--- config.mk ---
export PLATFORM = sky130hd
export DESIGN_NAME = spi_slave_top
export DESIGN_NICKNAME = d
export VERILOG_FILES = /design/src/hw/spi_proto_pkg.sv /design/src/hw/spi_host_pkg.sv /design/src/hw/spi_cdc_sync.sv /design/src/hw/spi_slave_fsm.sv /design/src/hw/spi_bit_counter.sv /design/src/hw/spi_shift_unit.sv /design/src/hw/spi_host_port.sv /design/src/hw/spi_slave_top.sv
export SDC_FILE = /design/constraint.sdc
export NUM_CORES = 1
export LEC_CHECK = 0
export BUFFER_PORTS_ARGS = -buffer_cell sky130_fd_sc_hd__buf_2
export CAP_MARGIN = 20
export CORE_ASPECT_RATIO = 2
export CORE_MARGIN = 2
export CORE_UTILIZATION = 63
export CTS_BUF_LIST = sky130_fd_sc_hd__clkbuf_8
export DETAILED_ROUTE_END_ITERATION = 10
export PLACE_DENSITY = 0.86
export SYNTH_ARGS = -nofsm -noshare
export SYNTH_HDL_FRONTEND = slang
export SYNTH_HIERARCHICAL = 1
export SYNTH_SLANG_ARGS = --single-unit
--- constraint.sdc ---
create_clock -name SClk_fallingedge -period 4.6 [get_ports SClk_fallingedge]
set_input_delay 0.23 -clock SClk_fallingedge [delete_from_list [all_inputs] [get_ports SClk_fallingedge]]
set_output_delay 0.23 -clock SClk_fallingedge [all_outputs]
set_load 0.01 [all_outputs]
--- src/hw/spi_proto_pkg.sv ---
package spi_proto_pkg;

    // ---------------------------------------------------------------------
    // Frame state of the slave
    // ---------------------------------------------------------------------

    // Idle waits for chip select
    // Load takes the next transmit byte for one cycle
    // Shift follows SCLK until the byte is complete
    // Done hands the received byte to the host for one cycle
    typedef enum logic [1:0] {
        ST_IDLE  = 2'b00,
        ST_LOAD  = 2'b01,
        ST_SHIFT = 2'b10,
        ST_DONE  = 2'b11
    } slave_state_t;

    // ---------------------------------------------------------------------
    // Master lines after resynchronization
    // ---------------------------------------------------------------------

    // Levels and pulses are aligned, pulses last one system cycle
    typedef struct packed {
        logic       ss_n;       // chip select level, low inside a frame
        logic       ss_fall;    // frame start
        logic       ss_rise;    // frame end or abort
        logic       sclk_rise;  // MISO advances here
        logic       sclk_fall;  // MOSI is sampled here
        logic       mosi;       // data level from the master
        logic [1:0] spare;
    } spi_lines_t;

endpackage

--- src/hw/spi_host_pkg.sv ---
package spi_host_pkg;

    // Widest SPI word the host structs can carry
    localparam int DATA_WIDTH_MAX = 8;

    // ---------------------------------------------------------------------
    // Receive port towards the host
    // ---------------------------------------------------------------------

    // Data is stable for as long as req is high
    typedef struct packed {
        logic                      req;
        logic [DATA_WIDTH_MAX-1:0] data;
    } rx_port_t;

    // ---------------------------------------------------------------------
    // Transmit buffer and status
    // ---------------------------------------------------------------------

    // One byte written by the host and not yet sent
    typedef struct packed {
        logic                      valid;
        logic [DATA_WIDTH_MAX-1:0] data;
    } tx_pend_t;

    // Sticky error flags, cleared only by reset
    typedef struct packed {
        logic overrun;   // byte dropped, receive handshake still open
        logic underrun;  // all-ones sent, no transmit byte waiting
    } status_t;

endpackage

--- src/hw/spi_cdc_sync.sv ---
`timescale 1ns/1ps

module spi_cdc_sync #(
    parameter int   SYNC_STAGES = 2,
    parameter logic RESET_LEVEL = 1'b0
) (
    input  logic SClk_fallingedge,
    input  logic reset_i,
    input  logic async_i,
    output logic sync_o,
    output logic rise_o,
    output logic fall_o
);

    // Metastability chain, newest sample in bit 0
    logic [SYNC_STAGES-1:0] chain_q;
    // Settled level, one cycle behind the chain end
    logic                   level_q;

    always_ff @(posedge SClk_fallingedge) begin
        if (!reset_i) begin
            // Idle level of the line, so no edge is seen after reset
            chain_q <= {SYNC_STAGES{RESET_LEVEL}};
            level_q <= RESET_LEVEL;
            rise_o  <= 1'b0;
            fall_o  <= 1'b0;
        end else begin
            chain_q <= {chain_q[SYNC_STAGES-2:0], async_i};
            level_q <= chain_q[SYNC_STAGES-1];
            // Compare chain end with the settled level
            rise_o  <= chain_q[SYNC_STAGES-1] & ~level_q;
            fall_o  <= ~chain_q[SYNC_STAGES-1] & level_q;
        end
    end

    // Level changes in the same cycle as its edge pulse
    assign sync_o = level_q;

endmodule

--- src/hw/spi_slave_fsm.sv ---
`timescale 1ns/1ps

module spi_slave_fsm (
    input  logic                      SClk_fallingedge,
    input  logic                      reset_i,
    input  spi_proto_pkg::spi_lines_t lines_i,
    input  logic                      last_i,
    output logic                      load_o,
    output logic                      count_clear_o,
    output logic                      count_step_o,
    output logic                      byte_done_o
);

    spi_proto_pkg::slave_state_t state_q;
    spi_proto_pkg::slave_state_t state_d;

    // ---------------------------------------------------------------------
    // Next state
    // ---------------------------------------------------------------------
    always_comb begin
        state_d = state_q;
        case (state_q)
            spi_proto_pkg::ST_IDLE: begin
                // Frame start from the master
                if (lines_i.ss_fall) begin
                    state_d = spi_proto_pkg::ST_LOAD;
                end
            end
            spi_proto_pkg::ST_LOAD: begin
                // Single cycle, transmit byte taken
                state_d = spi_proto_pkg::ST_SHIFT;
            end
            spi_proto_pkg::ST_SHIFT: begin
                // Last sampling edge of the byte
                if (lines_i.sclk_fall && last_i) begin
                    state_d = spi_proto_pkg::ST_DONE;
                end
            end
            spi_proto_pkg::ST_DONE: begin
                // Another byte follows while chip select stays low
                if (lines_i.ss_n) begin
                    state_d = spi_proto_pkg::ST_IDLE;
                end else begin
                    state_d = spi_proto_pkg::ST_LOAD;
                end
            end
            default: begin
                state_d = spi_proto_pkg::ST_IDLE;
            end
        endcase
        // Chip select released, partial byte is dropped
        if (lines_i.ss_rise) begin
            state_d = spi_proto_pkg::ST_IDLE;
        end
    end

    always_ff @(posedge SClk_fallingedge) begin
        if (!reset_i) begin
            state_q <= spi_proto_pkg::ST_IDLE;
        end else begin
            state_q <= state_d;
        end
    end

    // ---------------------------------------------------------------------
    // Strobes
    // ---------------------------------------------------------------------
    assign load_o        = (state_q == spi_proto_pkg::ST_LOAD);
    assign byte_done_o   = (state_q == spi_proto_pkg::ST_DONE);
    // Only sampling edges inside a byte are counted
    assign count_step_o  = lines_i.sclk_fall && (state_q == spi_proto_pkg::ST_SHIFT);
    // Counter starts from zero for every frame
    assign count_clear_o = lines_i.ss_rise || (state_q == spi_proto_pkg::ST_IDLE);

    // Loading the next byte never overlaps the hand-off of the previous one
    a_load_vs_done: assert property (@(posedge SClk_fallingedge) disable iff (!reset_i)
        !(load_o && byte_done_o));

endmodule

--- src/hw/spi_bit_counter.sv ---
`timescale 1ns/1ps

module spi_bit_counter #(
    parameter int DATA_WIDTH = 8
) (
    input  logic SClk_fallingedge,
    input  logic reset_i,
    input  logic clear_i,
    input  logic step_i,
    output logic last_o
);

    localparam int               CNT_W    = $clog2(DATA_WIDTH);
    localparam logic [CNT_W-1:0] CNT_LAST = CNT_W'(DATA_WIDTH - 1);

    // Bits sampled so far in the current byte
    logic [CNT_W-1:0] cnt_q;

    always_ff @(posedge SClk_fallingedge) begin
        if (!reset_i) begin
            cnt_q <= '0;
        end else if (clear_i) begin
            cnt_q <= '0;
        end else if (step_i) begin
            // Wrap at the byte boundary
            if (last_o) begin
                cnt_q <= '0;
            end else begin
                cnt_q <= cnt_q + 1'b1;
            end
        end
    end

    // High while the next sampling edge completes the byte
    assign last_o = (cnt_q == CNT_LAST);

    // Non power of two widths must still wrap at DATA_WIDTH-1
    a_cnt_range: assert property (@(posedge SClk_fallingedge) disable iff (!reset_i)
        cnt_q <= CNT_LAST);

endmodule

--- src/hw/spi_shift_unit.sv ---
`timescale 1ns/1ps

module spi_shift_unit #(
    parameter int DATA_WIDTH = 8
) (
    input  logic                      SClk_fallingedge,
    input  logic                      reset_i,
    input  spi_proto_pkg::spi_lines_t lines_i,
    input  logic                      load_i,
    input  logic                      shift_en_i,
    input  logic [DATA_WIDTH-1:0]     tx_word_i,
    output logic [DATA_WIDTH-1:0]     rx_word_o,
    output logic                      miso_o
);

    logic [DATA_WIDTH-1:0] rx_q;
    logic [DATA_WIDTH-1:0] tx_q;
    // Set by the first sampling edge of a byte
    logic                  tx_armed_q;

    // ---------------------------------------------------------------------
    // Receive shift register
    // ---------------------------------------------------------------------

    // MSB first, new bit enters at the LSB side
    always_ff @(posedge SClk_fallingedge) begin
        if (shift_en_i && lines_i.sclk_fall) begin
            rx_q <= {rx_q[DATA_WIDTH-2:0], lines_i.mosi};
        end
    end

    // ---------------------------------------------------------------------
    // Transmit shift register
    // ---------------------------------------------------------------------
    always_ff @(posedge SClk_fallingedge) begin
        if (!reset_i) begin
            tx_q       <= '0;
            tx_armed_q <= 1'b0;
        end else if (load_i) begin
            // MSB goes to MISO before the first SCLK edge of the byte
            tx_q       <= tx_word_i;
            tx_armed_q <= 1'b0;
        end else if (shift_en_i) begin
            // First rising edge of a byte keeps the MSB, the master
            // has not sampled it yet
            if (lines_i.sclk_rise && tx_armed_q) begin
                tx_q <= {tx_q[DATA_WIDTH-2:0], 1'b0};
            end
            if (lines_i.sclk_fall) begin
                tx_armed_q <= 1'b1;
            end
        end
    end

    // Valid at byte_done, the last bit entered the cycle before
    assign rx_word_o = rx_q;
    assign miso_o    = tx_q[DATA_WIDTH-1];

endmodule

--- src/hw/spi_host_port.sv ---
`timescale 1ns/1ps

module spi_host_port #(
    parameter int DATA_WIDTH = 8
) (
    input  logic                   SClk_fallingedge,
    input  logic                   reset_i,
    input  logic                   byte_done_i,
    input  logic [DATA_WIDTH-1:0]  rx_word_i,
    input  logic                   load_i,
    output logic [DATA_WIDTH-1:0]  tx_word_o,
    output spi_host_pkg::rx_port_t rx_o,
    input  logic                   rx_ack_i,
    input  logic                   tx_req_i,
    input  logic [DATA_WIDTH-1:0]  tx_data_i,
    output logic                   tx_ack_o,
    output spi_host_pkg::status_t  status_o
);

    spi_host_pkg::rx_port_t rx_q;
    // Byte latched, req follows next cycle
    logic                   rx_take_q;
    spi_host_pkg::tx_pend_t pend_q;
    spi_host_pkg::status_t  status_q;
    // Handshake still open, a new byte cannot be taken
    logic                   rx_busy;

    assign rx_busy = rx_q.req | rx_ack_i | rx_take_q;

    // ---------------------------------------------------------------------
    // Receive handshake, four-phase
    // ---------------------------------------------------------------------
    always_ff @(posedge SClk_fallingedge) begin
        if (!reset_i) begin
            rx_q.req  <= 1'b0;
            rx_take_q <= 1'b0;
        end else begin
            rx_take_q <= 1'b0;
            if (byte_done_i && !rx_busy) begin
                rx_q.data <= rx_word_i;
                rx_take_q <= 1'b1;
            end
            // Raise after the latch, drop on ack
            if (rx_take_q) begin
                rx_q.req <= 1'b1;
            end else if (rx_ack_i) begin
                rx_q.req <= 1'b0;
            end
        end
    end

    assign rx_o = rx_q;

    // ---------------------------------------------------------------------
    // Transmit handshake and pending byte
    // ---------------------------------------------------------------------
    always_ff @(posedge SClk_fallingedge) begin
        if (!reset_i) begin
            pend_q.valid <= 1'b0;
            tx_ack_o     <= 1'b0;
        end else if (tx_req_i && !tx_ack_o) begin
            // New byte wins over a load in the same cycle
            pend_q.data  <= tx_data_i;
            pend_q.valid <= 1'b1;
            tx_ack_o     <= 1'b1;
        end else begin
            if (!tx_req_i) begin
                tx_ack_o <= 1'b0;
            end
            // Byte consumed by the shift unit
            if (load_i) begin
                pend_q.valid <= 1'b0;
            end
        end
    end

    // Fill value when the host fell behind
    assign tx_word_o = pend_q.valid ? pend_q.data : '1;

    // ---------------------------------------------------------------------
    // Sticky status
    // ---------------------------------------------------------------------
    always_ff @(posedge SClk_fallingedge) begin
        if (!reset_i) begin
            status_q <= '0;
        end else begin
            if (byte_done_i && rx_busy) begin
                status_q.overrun <= 1'b1;
            end
            if (load_i && !pend_q.valid) begin
                status_q.underrun <= 1'b1;
            end
        end
    end

    assign status_o = status_q;

    // Req is only withdrawn in answer to the host
    a_rx_req_hold: assert property (@(posedge SClk_fallingedge) disable iff (!reset_i)
        $fell(rx_q.req) |-> $past(rx_ack_i));

endmodule

--- src/hw/spi_slave_top.sv ---
`timescale 1ns/1ps

module spi_slave_top #(
    parameter int DATA_WIDTH  = 8,
    parameter int SYNC_STAGES = 2
) (
    input  logic                   SClk_fallingedge,
    input  logic                   reset_i,
    input  logic                   sclk_i,
    input  logic                   mosi_i,
    input  logic                   ss_n_i,
    output logic                   miso_o,
    output spi_host_pkg::rx_port_t rx_o,
    input  logic                   rx_ack_i,
    input  logic                   tx_req_i,
    input  logic [DATA_WIDTH-1:0]  tx_data_i,
    output logic                   tx_ack_o,
    output spi_host_pkg::status_t  status_o
);

    logic                      ss_n_sync;
    logic                      ss_fall;
    logic                      ss_rise;
    logic                      sclk_rise;
    logic                      sclk_fall;
    logic                      mosi_sync;
    spi_proto_pkg::spi_lines_t lines;
    logic                      frame_active;
    logic                      last;
    logic                      load;
    logic                      count_clear;
    logic                      count_step;
    logic                      byte_done;
    logic [DATA_WIDTH-1:0]     rx_word;
    logic [DATA_WIDTH-1:0]     tx_word;

    // Host structs are sized for exactly this width
    if (DATA_WIDTH != spi_host_pkg::DATA_WIDTH_MAX) begin : g_width_check
        $error("DATA_WIDTH must equal spi_host_pkg::DATA_WIDTH_MAX");
    end
    if (SYNC_STAGES < 2) begin : g_sync_check
        $error("SYNC_STAGES must be at least 2");
    end

    // ---------------------------------------------------------------------
    // Master lines into the system clock domain
    // ---------------------------------------------------------------------

    // Chip select idles high
    spi_cdc_sync #(.SYNC_STAGES(SYNC_STAGES), .RESET_LEVEL(1'b1)) i_sync_ss (
        .SClk_fallingedge(SClk_fallingedge), .reset_i(reset_i), .async_i(ss_n_i),
        .sync_o(ss_n_sync), .rise_o(ss_rise), .fall_o(ss_fall)
    );

    // Only the edges of SCLK matter
    spi_cdc_sync #(.SYNC_STAGES(SYNC_STAGES), .RESET_LEVEL(1'b0)) i_sync_sclk (
        .SClk_fallingedge(SClk_fallingedge), .reset_i(reset_i), .async_i(sclk_i),
        .sync_o(), .rise_o(sclk_rise), .fall_o(sclk_fall)
    );

    // Only the level of MOSI matters
    spi_cdc_sync #(.SYNC_STAGES(SYNC_STAGES), .RESET_LEVEL(1'b0)) i_sync_mosi (
        .SClk_fallingedge(SClk_fallingedge), .reset_i(reset_i), .async_i(mosi_i),
        .sync_o(mosi_sync), .rise_o(), .fall_o()
    );

    assign lines = '{ss_n: ss_n_sync, ss_fall: ss_fall, ss_rise: ss_rise,
                     sclk_rise: sclk_rise, sclk_fall: sclk_fall, mosi: mosi_sync,
                     spare: 2'b00};
    assign frame_active = ~lines.ss_n;

    // ---------------------------------------------------------------------
    // Frame control and data path
    // ---------------------------------------------------------------------
    spi_slave_fsm i_fsm (
        .SClk_fallingedge(SClk_fallingedge), .reset_i(reset_i), .lines_i(lines),
        .last_i(last), .load_o(load), .count_clear_o(count_clear),
        .count_step_o(count_step), .byte_done_o(byte_done)
    );

    spi_bit_counter #(.DATA_WIDTH(DATA_WIDTH)) i_counter (
        .SClk_fallingedge(SClk_fallingedge), .reset_i(reset_i),
        .clear_i(count_clear), .step_i(count_step), .last_o(last)
    );

    spi_shift_unit #(.DATA_WIDTH(DATA_WIDTH)) i_shift (
        .SClk_fallingedge(SClk_fallingedge), .reset_i(reset_i), .lines_i(lines),
        .load_i(load), .shift_en_i(frame_active), .tx_word_i(tx_word),
        .rx_word_o(rx_word), .miso_o(miso_o)
    );

    spi_host_port #(.DATA_WIDTH(DATA_WIDTH)) i_host (
        .SClk_fallingedge(SClk_fallingedge), .reset_i(reset_i),
        .byte_done_i(byte_done), .rx_word_i(rx_word), .load_i(load),
        .tx_word_o(tx_word), .rx_o(rx_o), .rx_ack_i(rx_ack_i),
        .tx_req_i(tx_req_i), .tx_data_i(tx_data_i), .tx_ack_o(tx_ack_o),
        .status_o(status_o)
    );

    // Byte offered by the host port at load is on MISO one cycle later
    a_load_to_miso: assert property (@(posedge SClk_fallingedge) disable iff (!reset_i)
        (i_fsm.state_q == spi_proto_pkg::ST_LOAD) |=> (miso_o == $past(tx_word[DATA_WIDTH-1])));

endmodule

[Word level (Yosys, flattened, before mapping)]
Index checks and enable logic that the tools add are counted.
Widths: inputs -> output; s select.
Cells by class
  add/sub/neg operators: 1
  $mul: 0
  div/mod/pow operators: 0
  $lt $le $gt $ge: 0
  eq/ne operators: 8
  shifts and indexed selects: 0
  muxes and demuxes: 16
  bitwise operators: 11
  reductions and logical operators: 24
Operator list (count)
  $mux 8: 4
  $reduce_and 2->1: 5
  $logic_and 1x1->1: 8
  $mux 1: 8
  $pmux 2 s4: 1
  $ne 2x1->1 const B: 3
  $reduce_bool 2->1: 3
  $reduce_or 2->1: 3
  $not 1->1: 5
  $and 1x1->1: 4
  $eq 2x2->1 const B: 2
  $mux 2: 2
  $add 3x1->3 const B: 1
  $eq 3x3->1 const B: 1
  $logic_not 1->1: 3
  $mux 3: 1
  $eq 2x1->1 const B: 1
  $logic_not 2->1: 1
  $ne 2x2->1 const B: 1
  $or 1x1->1: 2
  $logic_or 1x1->1: 1
Storage, ports and cells
  flip-flop bits (word level): 57
  bits in latches: 0
  RAM bits: 0
  bits in read-only memories: 0
  bits of input ports: 15
  output and inout port bits: 13
  word-level logic and storage cells: 83
  memories kept: 0

[Logic depth before layout (Yosys ltp)]
  depth after elaboration: 5
  mapped depth: 6
  mapped depth without buffers: 5

[Modules after synthesis]
The synthesis kept the hierarchy.
Modules (own cells, without submodules)
  spi_host_port: times used 1, cells each 46, area an instance 744.5 um^2, sequential area each 600.6 um^2
  spi_shift_unit: times used 1, cells each 46, area an instance 621.8 um^2, sequential area each 420.4 um^2
  spi_cdc_sync at i_sync_mosi ...: times used 2, cells each 10, area an instance 140.1 um^2, sequential area each 100.1 um^2
  spi_slave_fsm: times used 1, cells each 21, area an instance 198.9 um^2, sequential area each 40.0 um^2
  spi_bit_counter: times used 1, cells each 13, area an instance 142.6 um^2, sequential area each 60.1 um^2
  spi_cdc_sync at i_sync_ss: times used 1, cells each 10, area an instance 136.4 um^2, sequential area each 100.1 um^2
  spi_slave_top: times used 1, cells each 2, area an instance 7.5 um^2, sequential area each 0.0 um^2

==> metrics.md <==
| Metric | Value |
|---|---|
| Pins Over Slew Limit | `0` |
| Final hold slack | `0.08216 ns` |
| VDD IR-drop max | `398.5 uV` |
| Initial Util | `0.6560` |
| CTS Root Cell | `clkbuf_8` |
| TritonCTS buffer count | `9` |
| Wirelength per Cell | `14.33 um` |
| Leakage | `1.052 nW` |
| Area of the mapped netlist | `0.002071 mm2` |
| Largest net degree at the start of global routing | `31` |
| DR WL met2 | `1.789 mm` |
| Max Cap Viol | `0` |
| Clk_lat worst skew | `0.32 ns` |
| Die Width | `44.54 um` |
| R2r setup slk | `3.16 ns` |
| Critical Path AT | `1.70 ns` |
| Reg power frac | `0.464` |
| Clock transition at path regs | `0.06 ns` |
| Ant. Diodes | `0` |
| WP depth | `5` |
| GRT Resource Usage Total | `0.2072` |
| R2R depth | `5` |
| GPL Wtd Cong | `0.6980` |
| Standard-cell row count | `29` |
| Fin area | `0.002502 mm2` |
| CP max stage delay | `0.41 ns` |
| Buf+Inv Stages, Crit Path | `1` |
| Final hold violations | `0` |
| Cell family with most CP delay | `simple AND/OR/NAND/NOR gates` |
| Die area | `0.003789 mm2` |
| Final Util | `0.7927` |
| Syn nets | `174` |
| CP startpoint | `i_fsm/state_q[1]` |
| Req. time, crit path | `4.86 ns` |
| Fin crit share | `0.3124` |
| Fin Clk Skew | `0.006723 ns` |
| Port bufs | `27` |
| Layout cells sized above 1 | `0.2806` |
| Max clock buf depth | `2` |
| Critical-path top delay cell | `dfxtp_1` |
| CTS tree | `done` |
| TritonRoute pass-1 iters | `6` |
| PwrDens | `467.4 mW/mm2` |
| Worst-path cell chain | `inv_1 > ha_1 > or2_2 > nand2b_1 > a21oi_2` |
| Initial antenna violation count | `0` |
| Total power | `0.001170 W` |
| Sw power | `0.0002071 W` |
| Gate power share | `0.028` |
| Global route overflow | `0` |
| Std-Cell Core Area | `0.003157 mm2` |
| Critical path peak fanout | `5` |
| Worst R2R End | `i_counter/cnt_q[0]` |
| Run status | `complete, no violations` |
| Htree depth | `3` |
| Fin Setup TNS | `0 ns` |
| DR vias/cell | `5.555` |
| Vias in the first global route | `1326` |
| Total number of vias | `1261` |
| Final nets | `212` |
| Critical Path Sink Type | `flop` |
| DRC errors left | `0` |
| Switching Share | `0.1771` |
| P_int | `0.0009624 W` |
| Critical path type | `reg -> reg` |
| First-pass GRT wire length | `5.602 mm` |
| DP HPWL | `2.240 mm` |
| Filler Cell Count | `168` |
| Starting DRC count in detailed routing | `19` |
| Met1 Wirelength | `1.239 mm` |
| Vert. Die Dim | `85.08 um` |
| WL final | `3.254 mm` |
| CTS Hold Bufs | `0` |
| Fmax | `695.8 MHz` |
| Worst slew margin | `0.6030` |
| IO Pins | `28` |
| HP Class | `in -> reg` |
| Area after DPL | `0.002245 mm2` |
| CP Launch Type | `flop` |
| RSZ-0062 raised after global routing | `no` |
| Resized cells post-CTS | `0` |
| Synth Instances | `153` |
| Yosys warns | `6` |
| Post-DRT Antenna Nets | `0` |
| Fin crit period | `1.437 ns` |
| Worst-Margin Slew | `0.5933 ns` |
| # setup viols final | `0` |
| Syn_area_per_cell | `13.53 um2` |
| Clock network fraction of design power | `0.509` |
| Post CTS Setup Buffer Count | `0` |
| Clock sink total | `57` |
| Critical Path Sink | `i_counter/cnt_q[0]` |
| Routed met3 length | `154 um` |
| P&R area growth vs syn | `20.85%` |
| Max Used Layer | `met4` |
| Worst R2R Start | `i_fsm/state_q[1]` |
-- sequential cells by signal, indices dropped and copies added (netlist names), 2 cells and up --
| signal | flops |
|---|---|
| i_host/rx_o | 9 |
| i_sync_sclk/chain_q | 2 |
| i_sync_mosi/chain_q | 2 |
| i_sync_ss/chain_q | 2 |
| i_fsm/state_q | 2 |
| i_host/status_o | 2 |
| i_shift/tx_q | 8 |
| i_shift/rx_word_o | 8 |
| i_host/pend_q | 9 |
| i_counter/cnt_q | 3 |
-- metal layers --
| layer | GRT usage | vias up |
|---|---|---|
| met4 | 0.1322 | 0 |
| li1 | - | 619 |
| met5 | 0 | - |
| met1 | 0.1977 | 600 |
| met3 | 0.06383 | 9 |
| met2 | 0.3584 | 33 |
-- metrics by stage --
stage / instances / setup WS (ns)
after floorplan: 153 / 2.771
after CTS: 227 / 3.157
after global routing: 227 / 3.021
final: 227 / 3.163
after detailed placement: 211 / 3.041
after global placement: 211 / 3.117
-- cell usage in the layout (no fill, tap or decap), drive strengths merged, types with 2 or more instances in the layout --
cell type / n
clkbuf: 9
and3b: 4
a21oi: 9
nor4: 3
a21boi: 2
and2: 9
clkinv: 2
ha: 6
dfxtp: 33
or2b: 3
nor2b: 5
edfxtp: 24
o21a: 3
inv: 6
o21ai: 8
mux2i: 10
nand2b: 12
nand3: 2
buf: 28
nor2: 4
nand2: 3
bufinv: 4
-- how the worst min path moves through the flow --
stage	endpoint	slack (ns)	start	depth (start not counted)
after floorplan	i_sync_ss/chain_q[0]	0.30	reset_i	1
after global placement	i_shift/rx_word_o[0]	0.39	i_sync_mosi/sync_o	0
after detailed placement	i_shift/rx_word_o[0]	0.40	i_sync_mosi/sync_o	0
after CTS	i_host/pend_q[2]	0.07	tx_data_i[2]	1
after global routing	i_host/pend_q[6]	0.07	tx_data_i[6]	1
final	i_host/pend_q[2]	0.08	tx_data_i[2]	1
-- cell type report --
cell class | count | area [um2] | share of cell area
flip-flops and latches | 57 | 1381 | 0.5520
multi-input cells | 90 | 663.1 | 0.2650
clock inverters | 7 | 133.9 | 0.05350
inverters | 5 | 18.77 | 0.007500
repair buffers | 28 | 142.6 | 0.05700
clock buffers | 9 | 123.9 | 0.04950
well taps | 31 | 38.79 | 0.01550
-- power by group through the flow --
| stage | Clock [W] | Sequential [W] | Combinational [W] |
|---|---|---|---|
| finish | 0.000595 | 0.000542 | 0.0000323 |
| global route | 0.000625 | 0.000544 | 0.0000362 |
| CTS | 0.000607 | 0.000542 | 0.0000324 |
| detailed placement | 0 | 0.000553 | 0.0000315 |
| global placement | 0 | 0.000552 | 0.0000295 |
| floorplan | 0 | 0.000552 | 0.0000183 |
(Power assumes the default switching activity.)
